**config.mk**
```make
export PLATFORM = sky130hd
export DESIGN_NAME = l2cache
export DESIGN_NICKNAME = d
export VERILOG_FILES = /design/src/rtl/l2cache_pkg.sv /design/src/rtl/l2cache.sv /design/src/rtl/l2cache_array.sv /design/src/rtl/l2cache_fsm.sv /design/src/rtl/l2cache_rbuf.sv /design/src/rtl/l2cache_replace.sv
export SDC_FILE = /design/constraint.sdc
export NUM_CORES = 2
export LEC_CHECK = 0
export BUFFER_PORTS_ARGS = -buffer_cell sky130_fd_sc_hd__buf_2
export CAP_MARGIN = 30
export CELL_PAD_IN_SITES_DETAIL_PLACEMENT = 1
export CELL_PAD_IN_SITES_GLOBAL_PLACEMENT = 1
export CORE_AREA = 2 2 561 563
export DETAILED_ROUTE_END_ITERATION = 8
export DIE_AREA = 0 0 563 565
export PLACE_DENSITY = 0.69
export SLEW_MARGIN = 30
export SYNTH_ARGS = -nofsm -noshare
export SYNTH_HDL_FRONTEND = slang
export SYNTH_SLANG_ARGS = --single-unit
```
**constraint.sdc**
```tcl
create_clock -name clk -period 15.5 [get_ports clk]
set_clock_uncertainty 0.1 [all_clocks]
set_input_delay 0 -clock clk [delete_from_list [all_inputs] [get_ports clk]]
set_output_delay 0 -clock clk [all_outputs]
set_load 0.02 [all_outputs]
```
**src/rtl/l2cache_pkg.sv**
```systemverilog
package l2cache_pkg;

    // line geometry, L1 and L2 lines are the same size
    localparam int LINE_WORDS   = 4;
    localparam int OFFSET_WIDTH = 2;
    localparam int NUM_WAYS     = 4;
    localparam int TAG_WIDTH    = 32 - OFFSET_WIDTH - 2;

    typedef logic [LINE_WORDS-1:0][31:0] line_t;

    // data-side request, one word with byte strobes
    typedef struct packed {
        logic        wr;
        logic [31:0] addr;
        logic [31:0] wdata;
        logic [3:0]  wstrb;
    } l1_req_t;

    typedef enum logic {
        SRC_INST = 1'b0,
        SRC_DATA = 1'b1
    } req_src_t;

    typedef struct packed {
        req_src_t src;
        l1_req_t  req;
    } rbuf_t;

    // tag holds the full line address, so it does not depend on the set count
    typedef struct packed {
        logic                 valid;
        logic                 dirty;
        logic [TAG_WIDTH-1:0] tag;
    } tag_entry_t;

    typedef logic [1:0] way_t;

endpackage

```
**src/rtl/l2cache.sv**
```systemverilog
`timescale 1ns/1ps

module l2cache import l2cache_pkg::*; #(
    parameter int index_width = 2
) (
    input  logic        clk,
    input  logic        rst_n,
    input  logic        icache_req,
    input  logic [31:0] icache_addr,
    output logic        icache_addr_ok,
    output logic        icache_data_ok,
    output line_t       icache_rdata,
    input  logic        dcache_req,
    input  l1_req_t     dcache_info,
    output logic        dcache_addr_ok,
    output logic        dcache_data_ok,
    output line_t       dcache_rdata,
    output logic        mem_req_r,
    output logic [31:0] mem_addr_r,
    input  logic        mem_addr_ok_r,
    output logic        mem_req_w,
    output logic [31:0] mem_addr_w,
    output line_t       mem_wdata,
    input  logic        mem_addr_ok_w,
    input  logic        mem_data_ok,
    input  line_t       mem_rdata
);

    logic                   idle;
    rbuf_t                  rbuf;
    logic                   rbuf_load;
    logic [index_width-1:0] index;
    logic [NUM_WAYS-1:0]    tag_we;
    tag_entry_t             tag_wdata;
    tag_entry_t             tag_rdata [NUM_WAYS];
    logic [NUM_WAYS-1:0]    line_we;
    line_t                  line_wdata;
    line_t                  line_rdata [NUM_WAYS];
    way_t                   victim;
    logic                   touch;
    way_t                   touch_way;
    line_t                  rdata;

    // both L1 ports see the same returned line
    assign icache_rdata = rdata;
    assign dcache_rdata = rdata;

    l2cache_rbuf rbuf_i (
        .clk            (clk),
        .rst_n          (rst_n),
        .icache_req     (icache_req),
        .icache_addr    (icache_addr),
        .dcache_req     (dcache_req),
        .dcache_info    (dcache_info),
        .idle           (idle),
        .icache_addr_ok (icache_addr_ok),
        .dcache_addr_ok (dcache_addr_ok),
        .rbuf           (rbuf),
        .rbuf_load      (rbuf_load)
    );

    l2cache_array #(
        .elem_t      (tag_entry_t),
        .index_width (index_width)
    ) tag_array_i (
        .clk   (clk),
        .raddr (index),
        .we    (tag_we),
        .waddr (index),
        .wdata (tag_wdata),
        .rdata (tag_rdata)
    );

    l2cache_array #(
        .elem_t      (line_t),
        .index_width (index_width)
    ) line_array_i (
        .clk   (clk),
        .raddr (index),
        .we    (line_we),
        .waddr (index),
        .wdata (line_wdata),
        .rdata (line_rdata)
    );

    l2cache_replace #(
        .index_width (index_width)
    ) replace_i (
        .clk       (clk),
        .rst_n     (rst_n),
        .index     (index),
        .valid     ({tag_rdata[3].valid, tag_rdata[2].valid,
                     tag_rdata[1].valid, tag_rdata[0].valid}),
        .src       (rbuf.src),
        .touch     (touch),
        .touch_way (touch_way),
        .victim    (victim)
    );

    l2cache_fsm #(
        .index_width (index_width)
    ) fsm_i (
        .clk            (clk),
        .rst_n          (rst_n),
        .rbuf           (rbuf),
        .rbuf_load      (rbuf_load),
        .tag_rdata      (tag_rdata),
        .line_rdata     (line_rdata),
        .victim         (victim),
        .mem_addr_ok_r  (mem_addr_ok_r),
        .mem_addr_ok_w  (mem_addr_ok_w),
        .mem_data_ok    (mem_data_ok),
        .mem_rdata      (mem_rdata),
        .idle           (idle),
        .icache_data_ok (icache_data_ok),
        .dcache_data_ok (dcache_data_ok),
        .rdata          (rdata),
        .index          (index),
        .tag_we         (tag_we),
        .tag_wdata      (tag_wdata),
        .line_we        (line_we),
        .line_wdata     (line_wdata),
        .touch          (touch),
        .touch_way      (touch_way),
        .mem_req_r      (mem_req_r),
        .mem_addr_r     (mem_addr_r),
        .mem_req_w      (mem_req_w),
        .mem_addr_w     (mem_addr_w),
        .mem_wdata      (mem_wdata)
    );

endmodule

```
**src/rtl/l2cache_array.sv**
```systemverilog
`timescale 1ns/1ps

module l2cache_array import l2cache_pkg::*; #(
    parameter type elem_t      = logic [31:0],
    parameter int  index_width = 2
) (
    input  logic                   clk,
    input  logic [index_width-1:0] raddr,
    input  logic [NUM_WAYS-1:0]    we,
    input  logic [index_width-1:0] waddr,
    input  elem_t                  wdata,
    output elem_t                  rdata [NUM_WAYS]
);

    localparam int SETS = 1 << index_width;

    // one memory per way, all ways share the index
    for (genvar w = 0; w < NUM_WAYS; w++) begin : g_way
        elem_t mem [SETS];

        always_ff @(posedge clk) begin
            if (we[w]) begin
                mem[waddr] <= wdata;
            end
        end

        // registered read
        always_ff @(posedge clk) begin
            rdata[w] <= mem[raddr];
        end
    end

endmodule

```
**src/rtl/l2cache_fsm.sv**
```systemverilog
`timescale 1ns/1ps

module l2cache_fsm import l2cache_pkg::*; #(
    parameter int index_width = 2
) (
    input  logic                   clk,
    input  logic                   rst_n,
    input  rbuf_t                  rbuf,
    input  logic                   rbuf_load,
    input  tag_entry_t             tag_rdata [NUM_WAYS],
    input  line_t                  line_rdata [NUM_WAYS],
    input  way_t                   victim,
    input  logic                   mem_addr_ok_r,
    input  logic                   mem_addr_ok_w,
    input  logic                   mem_data_ok,
    input  line_t                  mem_rdata,
    output logic                   idle,
    output logic                   icache_data_ok,
    output logic                   dcache_data_ok,
    output line_t                  rdata,
    output logic [index_width-1:0] index,
    output logic [NUM_WAYS-1:0]    tag_we,
    output tag_entry_t             tag_wdata,
    output logic [NUM_WAYS-1:0]    line_we,
    output line_t                  line_wdata,
    output logic                   touch,
    output way_t                   touch_way,
    output logic                   mem_req_r,
    output logic [31:0]            mem_addr_r,
    output logic                   mem_req_w,
    output logic [31:0]            mem_addr_w,
    output line_t                  mem_wdata
);

    typedef enum logic [2:0] {
        S_SWEEP,
        S_IDLE,
        S_READ,
        S_COMPARE,
        S_WB,
        S_REFILL,
        S_REREAD
    } state_t;

    state_t                  state;
    state_t                  state_next;
    logic [index_width-1:0]  sweep_idx;
    way_t                    victim_q;
    logic [TAG_WIDTH-1:0]    rbuf_tag;
    logic [index_width-1:0]  rbuf_index;
    logic [OFFSET_WIDTH-1:0] rbuf_word;
    logic                    hit;
    way_t                    hit_way;
    line_t                   hit_line;
    logic                    victim_dirty;
    logic                    wb_done;
    logic                    refill_done;

    function automatic line_t merge_word(input line_t base,
                                         input logic [OFFSET_WIDTH-1:0] word,
                                         input logic [31:0] wdata,
                                         input logic [3:0] wstrb);
        line_t merged;
        merged = base;
        for (int b = 0; b < 4; b++) begin
            if (wstrb[b]) begin
                merged[word][8*b +: 8] = wdata[8*b +: 8];
            end
        end
        return merged;
    endfunction

    assign rbuf_tag   = rbuf.req.addr[31:OFFSET_WIDTH+2];
    assign rbuf_index = rbuf.req.addr[OFFSET_WIDTH+2 +: index_width];
    assign rbuf_word  = rbuf.req.addr[2 +: OFFSET_WIDTH];

    // lookup may hit in any of the four ways
    always_comb begin
        hit     = 1'b0;
        hit_way = '0;
        for (int w = 0; w < NUM_WAYS; w++) begin
            if (!hit && tag_rdata[w].valid && tag_rdata[w].tag == rbuf_tag) begin
                hit     = 1'b1;
                hit_way = way_t'(w);
            end
        end
    end

    assign hit_line     = line_rdata[hit_way];
    assign rdata        = hit_line;
    assign victim_dirty = tag_rdata[victim].valid & tag_rdata[victim].dirty;

    // memory may answer data in the same cycle as its addr_ok
    assign wb_done     = mem_data_ok & (~mem_req_w | mem_addr_ok_w);
    assign refill_done = mem_data_ok & (~mem_req_r | mem_addr_ok_r);

    assign mem_addr_r = {rbuf_tag, {(OFFSET_WIDTH+2){1'b0}}};
    assign mem_addr_w = {tag_rdata[victim_q].tag, {(OFFSET_WIDTH+2){1'b0}}};
    assign mem_wdata  = line_rdata[victim_q];

    assign idle = (state == S_IDLE);

    always_comb begin
        state_next     = state;
        index          = rbuf_index;
        tag_we         = '0;
        tag_wdata      = '{valid: 1'b1, dirty: 1'b1, tag: rbuf_tag};
        line_we        = '0;
        line_wdata     = merge_word(hit_line, rbuf_word, rbuf.req.wdata, rbuf.req.wstrb);
        touch          = 1'b0;
        touch_way      = hit_way;
        icache_data_ok = 1'b0;
        dcache_data_ok = 1'b0;
        case (state)
            S_SWEEP: begin
                // invalidate every way of one set per cycle
                index     = sweep_idx;
                tag_we    = '1;
                tag_wdata = '0;
                if (sweep_idx == '1) begin
                    state_next = S_IDLE;
                end
            end
            S_IDLE: begin
                if (rbuf_load) begin
                    state_next = S_READ;
                end
            end
            S_READ, S_REREAD: begin
                state_next = S_COMPARE;
            end
            S_COMPARE: begin
                if (hit) begin
                    touch          = 1'b1;
                    icache_data_ok = (rbuf.src == SRC_INST);
                    dcache_data_ok = (rbuf.src == SRC_DATA);
                    if (rbuf.req.wr) begin
                        line_we[hit_way] = 1'b1;
                        tag_we[hit_way]  = 1'b1;
                    end
                    state_next = S_IDLE;
                end else if (victim_dirty) begin
                    state_next = S_WB;
                end else begin
                    state_next = S_REFILL;
                end
            end
            S_WB: begin
                if (wb_done) begin
                    state_next = S_REFILL;
                end
            end
            S_REFILL: begin
                if (refill_done) begin
                    line_we[victim_q] = 1'b1;
                    tag_we[victim_q]  = 1'b1;
                    tag_wdata.dirty   = rbuf.req.wr;
                    if (rbuf.req.wr) begin
                        line_wdata = merge_word(mem_rdata, rbuf_word,
                                                rbuf.req.wdata, rbuf.req.wstrb);
                    end else begin
                        line_wdata = mem_rdata;
                    end
                    state_next = S_REREAD;
                end
            end
            default: begin
                state_next = S_SWEEP;
            end
        endcase
    end

    always_ff @(posedge clk) begin
        if (!rst_n) begin
            state     <= S_SWEEP;
            sweep_idx <= '0;
            victim_q  <= '0;
            mem_req_r <= 1'b0;
            mem_req_w <= 1'b0;
        end else begin
            state <= state_next;
            if (state == S_SWEEP) begin
                sweep_idx <= sweep_idx + 1'b1;
            end
            if (state == S_COMPARE) begin
                victim_q <= victim;
            end
            // memory requests stay high until their addr_ok
            if (mem_addr_ok_w) begin
                mem_req_w <= 1'b0;
            end else if (state != S_WB && state_next == S_WB) begin
                mem_req_w <= 1'b1;
            end
            if (mem_addr_ok_r) begin
                mem_req_r <= 1'b0;
            end else if (state != S_REFILL && state_next == S_REFILL) begin
                mem_req_r <= 1'b1;
            end
        end
    end

endmodule

```
**src/rtl/l2cache_rbuf.sv**
```systemverilog
`timescale 1ns/1ps

module l2cache_rbuf import l2cache_pkg::*; (
    input  logic        clk,
    input  logic        rst_n,
    input  logic        icache_req,
    input  logic [31:0] icache_addr,
    input  logic        dcache_req,
    input  l1_req_t     dcache_info,
    input  logic        idle,
    output logic        icache_addr_ok,
    output logic        dcache_addr_ok,
    output rbuf_t       rbuf,
    output logic        rbuf_load
);

    l1_req_t     sel_req;
    req_src_t    src_q;
    logic        wr_q;
    logic [31:0] addr_q;
    logic [31:0] wdata_q;
    logic [3:0]  wstrb_q;

    // data side has priority
    assign dcache_addr_ok = idle & dcache_req;
    assign icache_addr_ok = idle & icache_req & ~dcache_req;
    assign rbuf_load      = dcache_addr_ok | icache_addr_ok;

    // instruction fetch is a plain read
    always_comb begin
        if (dcache_req) begin
            sel_req = dcache_info;
        end else begin
            sel_req = '{wr: 1'b0, addr: icache_addr, wdata: '0, wstrb: '0};
        end
    end

    always_ff @(posedge clk) begin
        if (!rst_n) begin
            src_q <= SRC_INST;
            wr_q  <= 1'b0;
        end else if (rbuf_load) begin
            src_q <= dcache_req ? SRC_DATA : SRC_INST;
            wr_q  <= sel_req.wr;
        end
    end

    always_ff @(posedge clk) begin
        if (rbuf_load) begin
            addr_q  <= sel_req.addr;
            wdata_q <= sel_req.wdata;
            wstrb_q <= sel_req.wstrb;
        end
    end

    assign rbuf = '{src: src_q,
                    req: '{wr: wr_q, addr: addr_q, wdata: wdata_q, wstrb: wstrb_q}};

endmodule

```
**src/rtl/l2cache_replace.sv**
```systemverilog
`timescale 1ns/1ps

module l2cache_replace import l2cache_pkg::*; #(
    parameter int index_width = 2
) (
    input  logic                   clk,
    input  logic                   rst_n,
    input  logic [index_width-1:0] index,
    input  logic [NUM_WAYS-1:0]    valid,
    input  req_src_t               src,
    input  logic                   touch,
    input  way_t                   touch_way,
    output way_t                   victim
);

    localparam int SETS = 1 << index_width;

    // per set, bit h names the less recently used way of pair h
    logic [SETS-1:0][1:0] lru;
    logic                 half;
    logic [1:0]           half_valid;

    // instruction side owns ways 0-1, data side ways 2-3
    assign half       = (src == SRC_DATA);
    assign half_valid = half ? valid[3:2] : valid[1:0];

    always_comb begin
        if (!half_valid[0]) begin
            victim = {half, 1'b0};
        end else if (!half_valid[1]) begin
            victim = {half, 1'b1};
        end else begin
            victim = {half, lru[index][half]};
        end
    end

    always_ff @(posedge clk) begin
        if (!rst_n) begin
            lru <= '0;
        end else if (touch) begin
            lru[index][touch_way[1]] <= ~touch_way[0];
        end
    end

endmodule

```
# [After elaboration in Yosys (flattened, before gate mapping)]
# Memories as Yosys holds them, arrays and structs flattened. A register that Yosys moved wholly into a read port is not among the register bits.
# Index checks and enable logic that the tools add are counted.
[op_classes] muxes=112 n_lt_le_gt_ge=14 n_bitwise=18 addsub=1 n_reduce_logical=21 eq_ne=15
[op_table] cell="128-bit two-way mux" n=24
[op_table] cell="128-bit bitwise mux" n=8
[op_table] cell="128-bit binary-select mux with 2-bit select" n=2
[op_table] cell="32-bit demux with 2-bit select" n=4
[op_table] cell="30-bit binary-select mux with 2-bit select" n=2
[op_table] cell="28-bit == test" n=4
[op_table] cell="28-bit two-way mux" n=3
[op_table] cell="69-bit two-way mux" n=1
[op_table] cell="30-bit two-way mux" n=2
[op_table] cell="1-bit two-way mux" n=38
[op_table] cell="32-bit two-way mux" n=1
[op_table] cell="24-bit two-way mux" n=1
[op_table] cell="3-bit one-hot mux with 6 select lines" n=1
[op_table] cell="16-bit two-way mux" n=1
[op_table] cell="3-bit == test (second input constant)" n=5
[op_table] cell="3-bit two-way mux" n=5
[op_table] cell="1-bit logical AND" n=14
[op_table] cell="2-bit by 3-bit less-than comparator with 1-bit output (second input constant)" n=4
[op_table] cell="2-bit two-way mux" n=6
[op_table] cell="4-bit two-way mux" n=3
[op_table] cell="4-bit one-hot mux with 3 select lines" n=1
[op_table] cell="3-bit >= comparator (second input constant)" n=3
[op_table] cell="2-bit inverter with 3-bit output" n=3
[op_table] cell="8-bit bitwise mux" n=1
[op_table] cell="21 further kinds" n=44
[word_totals] n_memories=8 regBits=87 input_bits=236 ramBits=2528
[mem_list] memory="line_array_i.g_way[0].mem" depth=4 word_bits=128 read_ports=1 rd_clocked_by_memory_dff=1 wr=1 line="l2cache_array.sv:19" text="elem_t mem [SETS];"
[mem_list] memory="line_array_i.g_way[1].mem" depth=4 word_bits=128 read_ports=1 rd_clocked_by_memory_dff=1 wr=1 line="l2cache_array.sv:19"
[mem_list] memory="line_array_i.g_way[2].mem" depth=4 word_bits=128 read_ports=1 rd_clocked_by_memory_dff=1 wr=1 line="l2cache_array.sv:19"
[mem_list] memory="line_array_i.g_way[3].mem" depth=4 word_bits=128 read_ports=1 rd_clocked_by_memory_dff=1 wr=1 line="l2cache_array.sv:19"
[mem_list] memory="tag_array_i.g_way[0].mem" depth=4 word_bits=30 read_ports=1 rd_clocked_by_memory_dff=1 wr=1 line="l2cache_array.sv:19"
[mem_list] memory="tag_array_i.g_way[1].mem" depth=4 word_bits=30 read_ports=1 rd_clocked_by_memory_dff=1 wr=1 line="l2cache_array.sv:19"
[mem_list] memory="+2 memories"

# [Longest topological paths before layout]
[logic_depth] word_depth=29 depth_mapped=13 ltp_nobuf=9

# [By module]
# A second synthesis with hierarchy kept.
[unflattened] cells_unflattened=5978 hier_area_um2=124110.3
[modules_own_cells] mod="l2cache_array at line_array_i" seq_area_each_um2=71748.8 area_each_um2=84421.0 instances=1 cells_per_inst=3204
[modules_own_cells] mod="l2cache_array at tag_array_i" seq_area_each_um2=16816.1 area_each_um2=19842.8 instances=1 cells_per_inst=764
[modules_own_cells] mod="l2cache_fsm" seq_area_each_um2=180.2 area_each_um2=15474.8 instances=1 cells_per_inst=1671
[modules_own_cells] mod="l2cache_rbuf" seq_area_each_um2=2082.0 area_each_um2=2950.3 instances=1 cells_per_inst=157
[modules_own_cells] mod="l2cache" seq_area_each_um2=0.0 area_each_um2=960.9 instances=1 cells_per_inst=128
[modules_own_cells] mod="l2cache_replace" seq_area_each_um2=160.2 area_each_um2=460.4 instances=1 cells_per_inst=54

# [Worst setup path after synthesis]
# Ideal clock, no wire load.
[synth_path] path_type="register to register" from="reg rbuf_i.addr_q[12]" to="mem line_array_i.g_way[1].mem[0][0] (netlist name), enable pin" arrival_ns=7.374 t_required_ns=14.783 period_less_slack_ns=8.091 path_buffers=3 stages_incl_launch_ff=10 path_slack_ns=7.409 path_cell_list="edfxtp_1 buf_2 xnor2_1 nand4_1 or4_1 or2_1 buf_2 buf_2 o22a_1 nor2_1"
[synth_via] elab_chain_cells=24 word_cells_on_any_way=31 cone_classes="order compare: 2; eq/ne: 4; mux: 14; reduce/logical: 11"
[synth_lines] element="from (decl)" line="l2cache_rbuf.sv:20" text="logic [31:0] addr_q;"
[synth_lines] element="from (signal assigned)" line="l2cache_rbuf.sv:50" text="addr_q <= sel_req.addr;"
[synth_lines] element="28-bit == test" line="l2cache_fsm.sv:82" text="if (!hit && tag_rdata[w].valid && tag_rdata[w].tag == rbuf_tag) begin"
[synth_lines] element="1-bit logical AND" line="l2cache_fsm.sv:82"
[synth_lines] element="1-bit two-way mux" line="l2cache_fsm.sv:82"
[synth_lines] element="1-bit zero test" line="l2cache_fsm.sv:82"
[synth_lines] element="1-bit logical AND (2 in a row)" line="l2cache_fsm.sv:82"
[synth_lines] element="1-bit two-way mux" line="l2cache_fsm.sv:82"
[synth_lines] element="1-bit zero test" line="l2cache_fsm.sv:82"
[synth_lines] element="1-bit logical AND (2 in a row)" line="l2cache_fsm.sv:82"
[synth_lines] element="[6 not listed]"
[synth_lines] element="1-bit logical AND (not written as such)" line="l2cache_fsm.sv:138" text="line_we[hit_way] = 1'b1;"
[synth_lines] element="1-bit two-way mux (not written as such)" line="l2cache_fsm.sv:138"
[synth_lines] element="1-bit demux with 2-bit select"
[synth_lines] element="4-bit two-way mux" line="l2cache_fsm.sv:137" text="if (rbuf.req.wr) begin"
[synth_lines] element="4-bit two-way mux *" line="l2cache_fsm.sv:133" text="if (hit) begin"
[synth_lines] element="4-bit one-hot mux with 2 select lines *" line="l2cache_fsm.sv:114" text="case (state)"
[synth_lines] element="1-bit two-way mux *" line="l2cache_array.sv:22" text="if (we[w]) begin"
[synth_lines] element="1-bit two-way mux (not written as such) *" line="l2cache_array.sv:23" text="mem[waddr] <= wdata;"
[synth_lines] element="to (decl)" line="l2cache_array.sv:19"
# Mark *: on every way between the ends. The rest lies on a longest branch, timed or not.

==> flow_summary.ini <==
[outcome]
status = finished, final reports clean

[yosys]
synth_top_family_by_area = simple AND/OR/NAND/NOR gates
synth_fa_ha_area_frac = 0.000101
synth-async-reset-ratio = 0
ys.flop_type = edfxtp_1
yosysSeqAreaShare = 0.731
synth_edf_count = 2594
synthMuxAreaShare = 0.0314
synth_compound_area_frac = 0.0669
synthCells = 9356
ys_ff_latch = 3245
syn-cell-area_um2 = 124000
syn_area_per_cell_um2 = 13.3
synthXorXnorAreaFrac = 0.00796
synth-simple-area-share = 0.129
yosys_warnings = 0
synth.distinct_cells = 51

[global_route]
grt_overflow = 0
gr-usage-all-layers = 0.274
grt_max_degree = 197
grt_pass1_vias = 87200
antenna_found_initial = 56
grt_first_pass_wirelength_mm = 626

[clock_tree]
cts_setup_buffers = 0
clock_latency_ns = 0.94
root_buffer = clkbuf_16
clkTransAtPathRegs_ns = 0.06
cts_tree = yes
clk_path_buf_depth = 4
htreeDepth = 5
cts_sinks = 3245
numCtsBuffers = 342

[sta]
fin_ws_ns = 8.21
post-route-period-util = 0.470
setup_tns_ns = 0
fin_crit_ns = 7.29
hold_viol_final = 0
whs_ns = 0.0605
slew_headroom = 0.247
slew_violations = 0
rsz0062_at_grt = false
worst_slew_pin_slew_ns = 1.13
fmax_ghz = 0.137
setup_violations = 0

[floorplan]
row_count = 205
chipWidth_um = 563
num_io_pins = 690
core_um2 = 311000
die_h_um = 565
start_util = 0.399
die_area_um2 = 318000

[pwr]
power_leakage_uw = 0.0527
power_density_nw_per_um2 = 225
peakVddDrop_mv = 0.258

[placement]
pre_cts_ws_ns = 8.38
place_area_um2 = 131000
numPortBuffers = 677
gp_congestion = 0.822
dpl.hpwl_mm = 245

[detailed_routing]
wl_per_cell_um = 30.6
via_count = 84600
wirelength_mm = 447
ant_nets = 0
first_pass_iters = 6
drt_iter0_drc = 8881
drc = 0
routed_via_density = 5.79

[critical_path]
critPathKind = flop to primary output
worstPathMaxFanout = 73
crit_path_start_kind = flop
critPathRequiredTime_ns = 15.40
arrival_ns = 7.19
end_kind = primary output

[final_layout]
layout_common_cells = nand2_1, edfxtp_1, buf_2, dfxtp_1, a31oi_1
nNetsFinal = 10400
finalInstanceArea_um2 = 147000
fin_util = 0.472
area_growth_pct = 18.3
layout_commonest_cell = nand2_1
drive_above_1_share = 0.179

[hold_path]
hp-class = input port to flop

[run]
maxCapViolations = 0
==> worst max-delay path, cell delays in order (launching register included) <==
cell,delay (ns)
edfxtp_1,0.55
xor2_1,0.25
nor4_1,0.61
nand4_1,0.26
nor4_4,0.27
buf_12,0.43
a21o_4,0.61
buf_4,0.90
buf_4,0.69
buf_4,0.59
a221oi_2,0.18
inv_1,0.34
buf_2,0.25
==> power by group <==
group          switching, uW  internal, uW
combinational           8260          3350
sequential               882         12300
clock                   3510          4870
total                  12700         20500
==> routing by layer <==
metal	wire (um)	GRT usage	share of wire	vias up
met5	118	0	0.00026	-
met1	168000	0.337	0.38	44000
met4	27100	0.153	0.061	16
li1	-	-	-	35500
met3	40700	0.0594	0.091	937
met2	211000	0.448	0.47	4122
==> through the flow <==
stage | power, uW | instances
final | 33100 | 14600
after global routing | 34500 | 14600
after CTS | 33000 | 14600
after detailed placement | 24600 | 13600
after global placement | 24000 | 13600
after floorplan | 20200 | 9363
==> cells in the mapped netlist (46+ instances only) <==
master / instances / area (um^2)
nand3_1: 158 / 791
buf_4: 165 / 1240
buf_2: 46 / 230
nand2_1: 2702 / 10100
buf_1: 60 / 225
a21oi_1: 288 / 1440
o22ai_1: 129 / 807
and2_1: 71 / 444
edfxtp_1: 2594 / 77900
xor2_1: 76 / 666
a31oi_1: 640 / 4000
nor2_1: 51 / 191
dfxtp_1: 651 / 13000
inv_1: 133 / 499
mux4_2: 156 / 3510
clkbuf_1: 486 / 1820
a221oi_2: 120 / 1800
and3_1: 635 / 3970
==> layout make-up <==
type	count	area [um^2]
Fill cell	31300	164000
Sequential cell	3245	90900
Multi-Input combinational cell	5213	30200
Clock buffer	483	9650
Timing Repair Buffer	1207	8820
Tap cell	4140	5180
Clock inverter	156	1750
Inverter	135	508
Antenna cell	29	72.6
==> timing repair <==
item	CTS	global route
resized for setup	0	0
hold buffers	345	6
setup endpoints to repair	0	0
hold endpoints to repair	1830	75
==> flip-flops by register name, summed over array words and instances, names as in the netlist, 2 cells and up <==
| name | flops |
|---|---|
| line_array_i.g_way.mem | 2048 |
| line_array_i.rdata | 512 |
| tag_array_i.g_way.mem | 480 |
| tag_array_i.rdata | 120 |
| rbuf_i.wdata_q | 32 |
| rbuf_i.addr_q | 30 |
| replace_i.lru | 8 |
| rbuf_i.wstrb_q | 4 |
| fsm_i.state | 3 |
| fsm_i.sweep_idx | 2 |
| fsm_i.victim_q | 2 |
==> cells by family after synthesis <==
family,Yosys count
xor+xnor,113
compound gates,1212
simple gates,3688
flops,3245
mux,191
buf+inv,905
fa+ha+maj,1
other cells,1
==> path summary, 6_finish.rpt <==
kind	start	end	slack [ns]	cells past startpoint
worst max-delay path	rbuf_i.addr_q[20]	dcache_rdata[81]	8.21	12
worst min-delay path	mem_rdata[127]	line_array_i.g_way[0].mem[0][127]	0.06	3
worst max register to register	fsm_i.state[0]	line_array_i.g_way[1].mem[2][102]	8.59	9
worst min register to register	replace_i.lru[4]	replace_i.lru[4]	0.38	2
(Power assumes the default switching activity.)
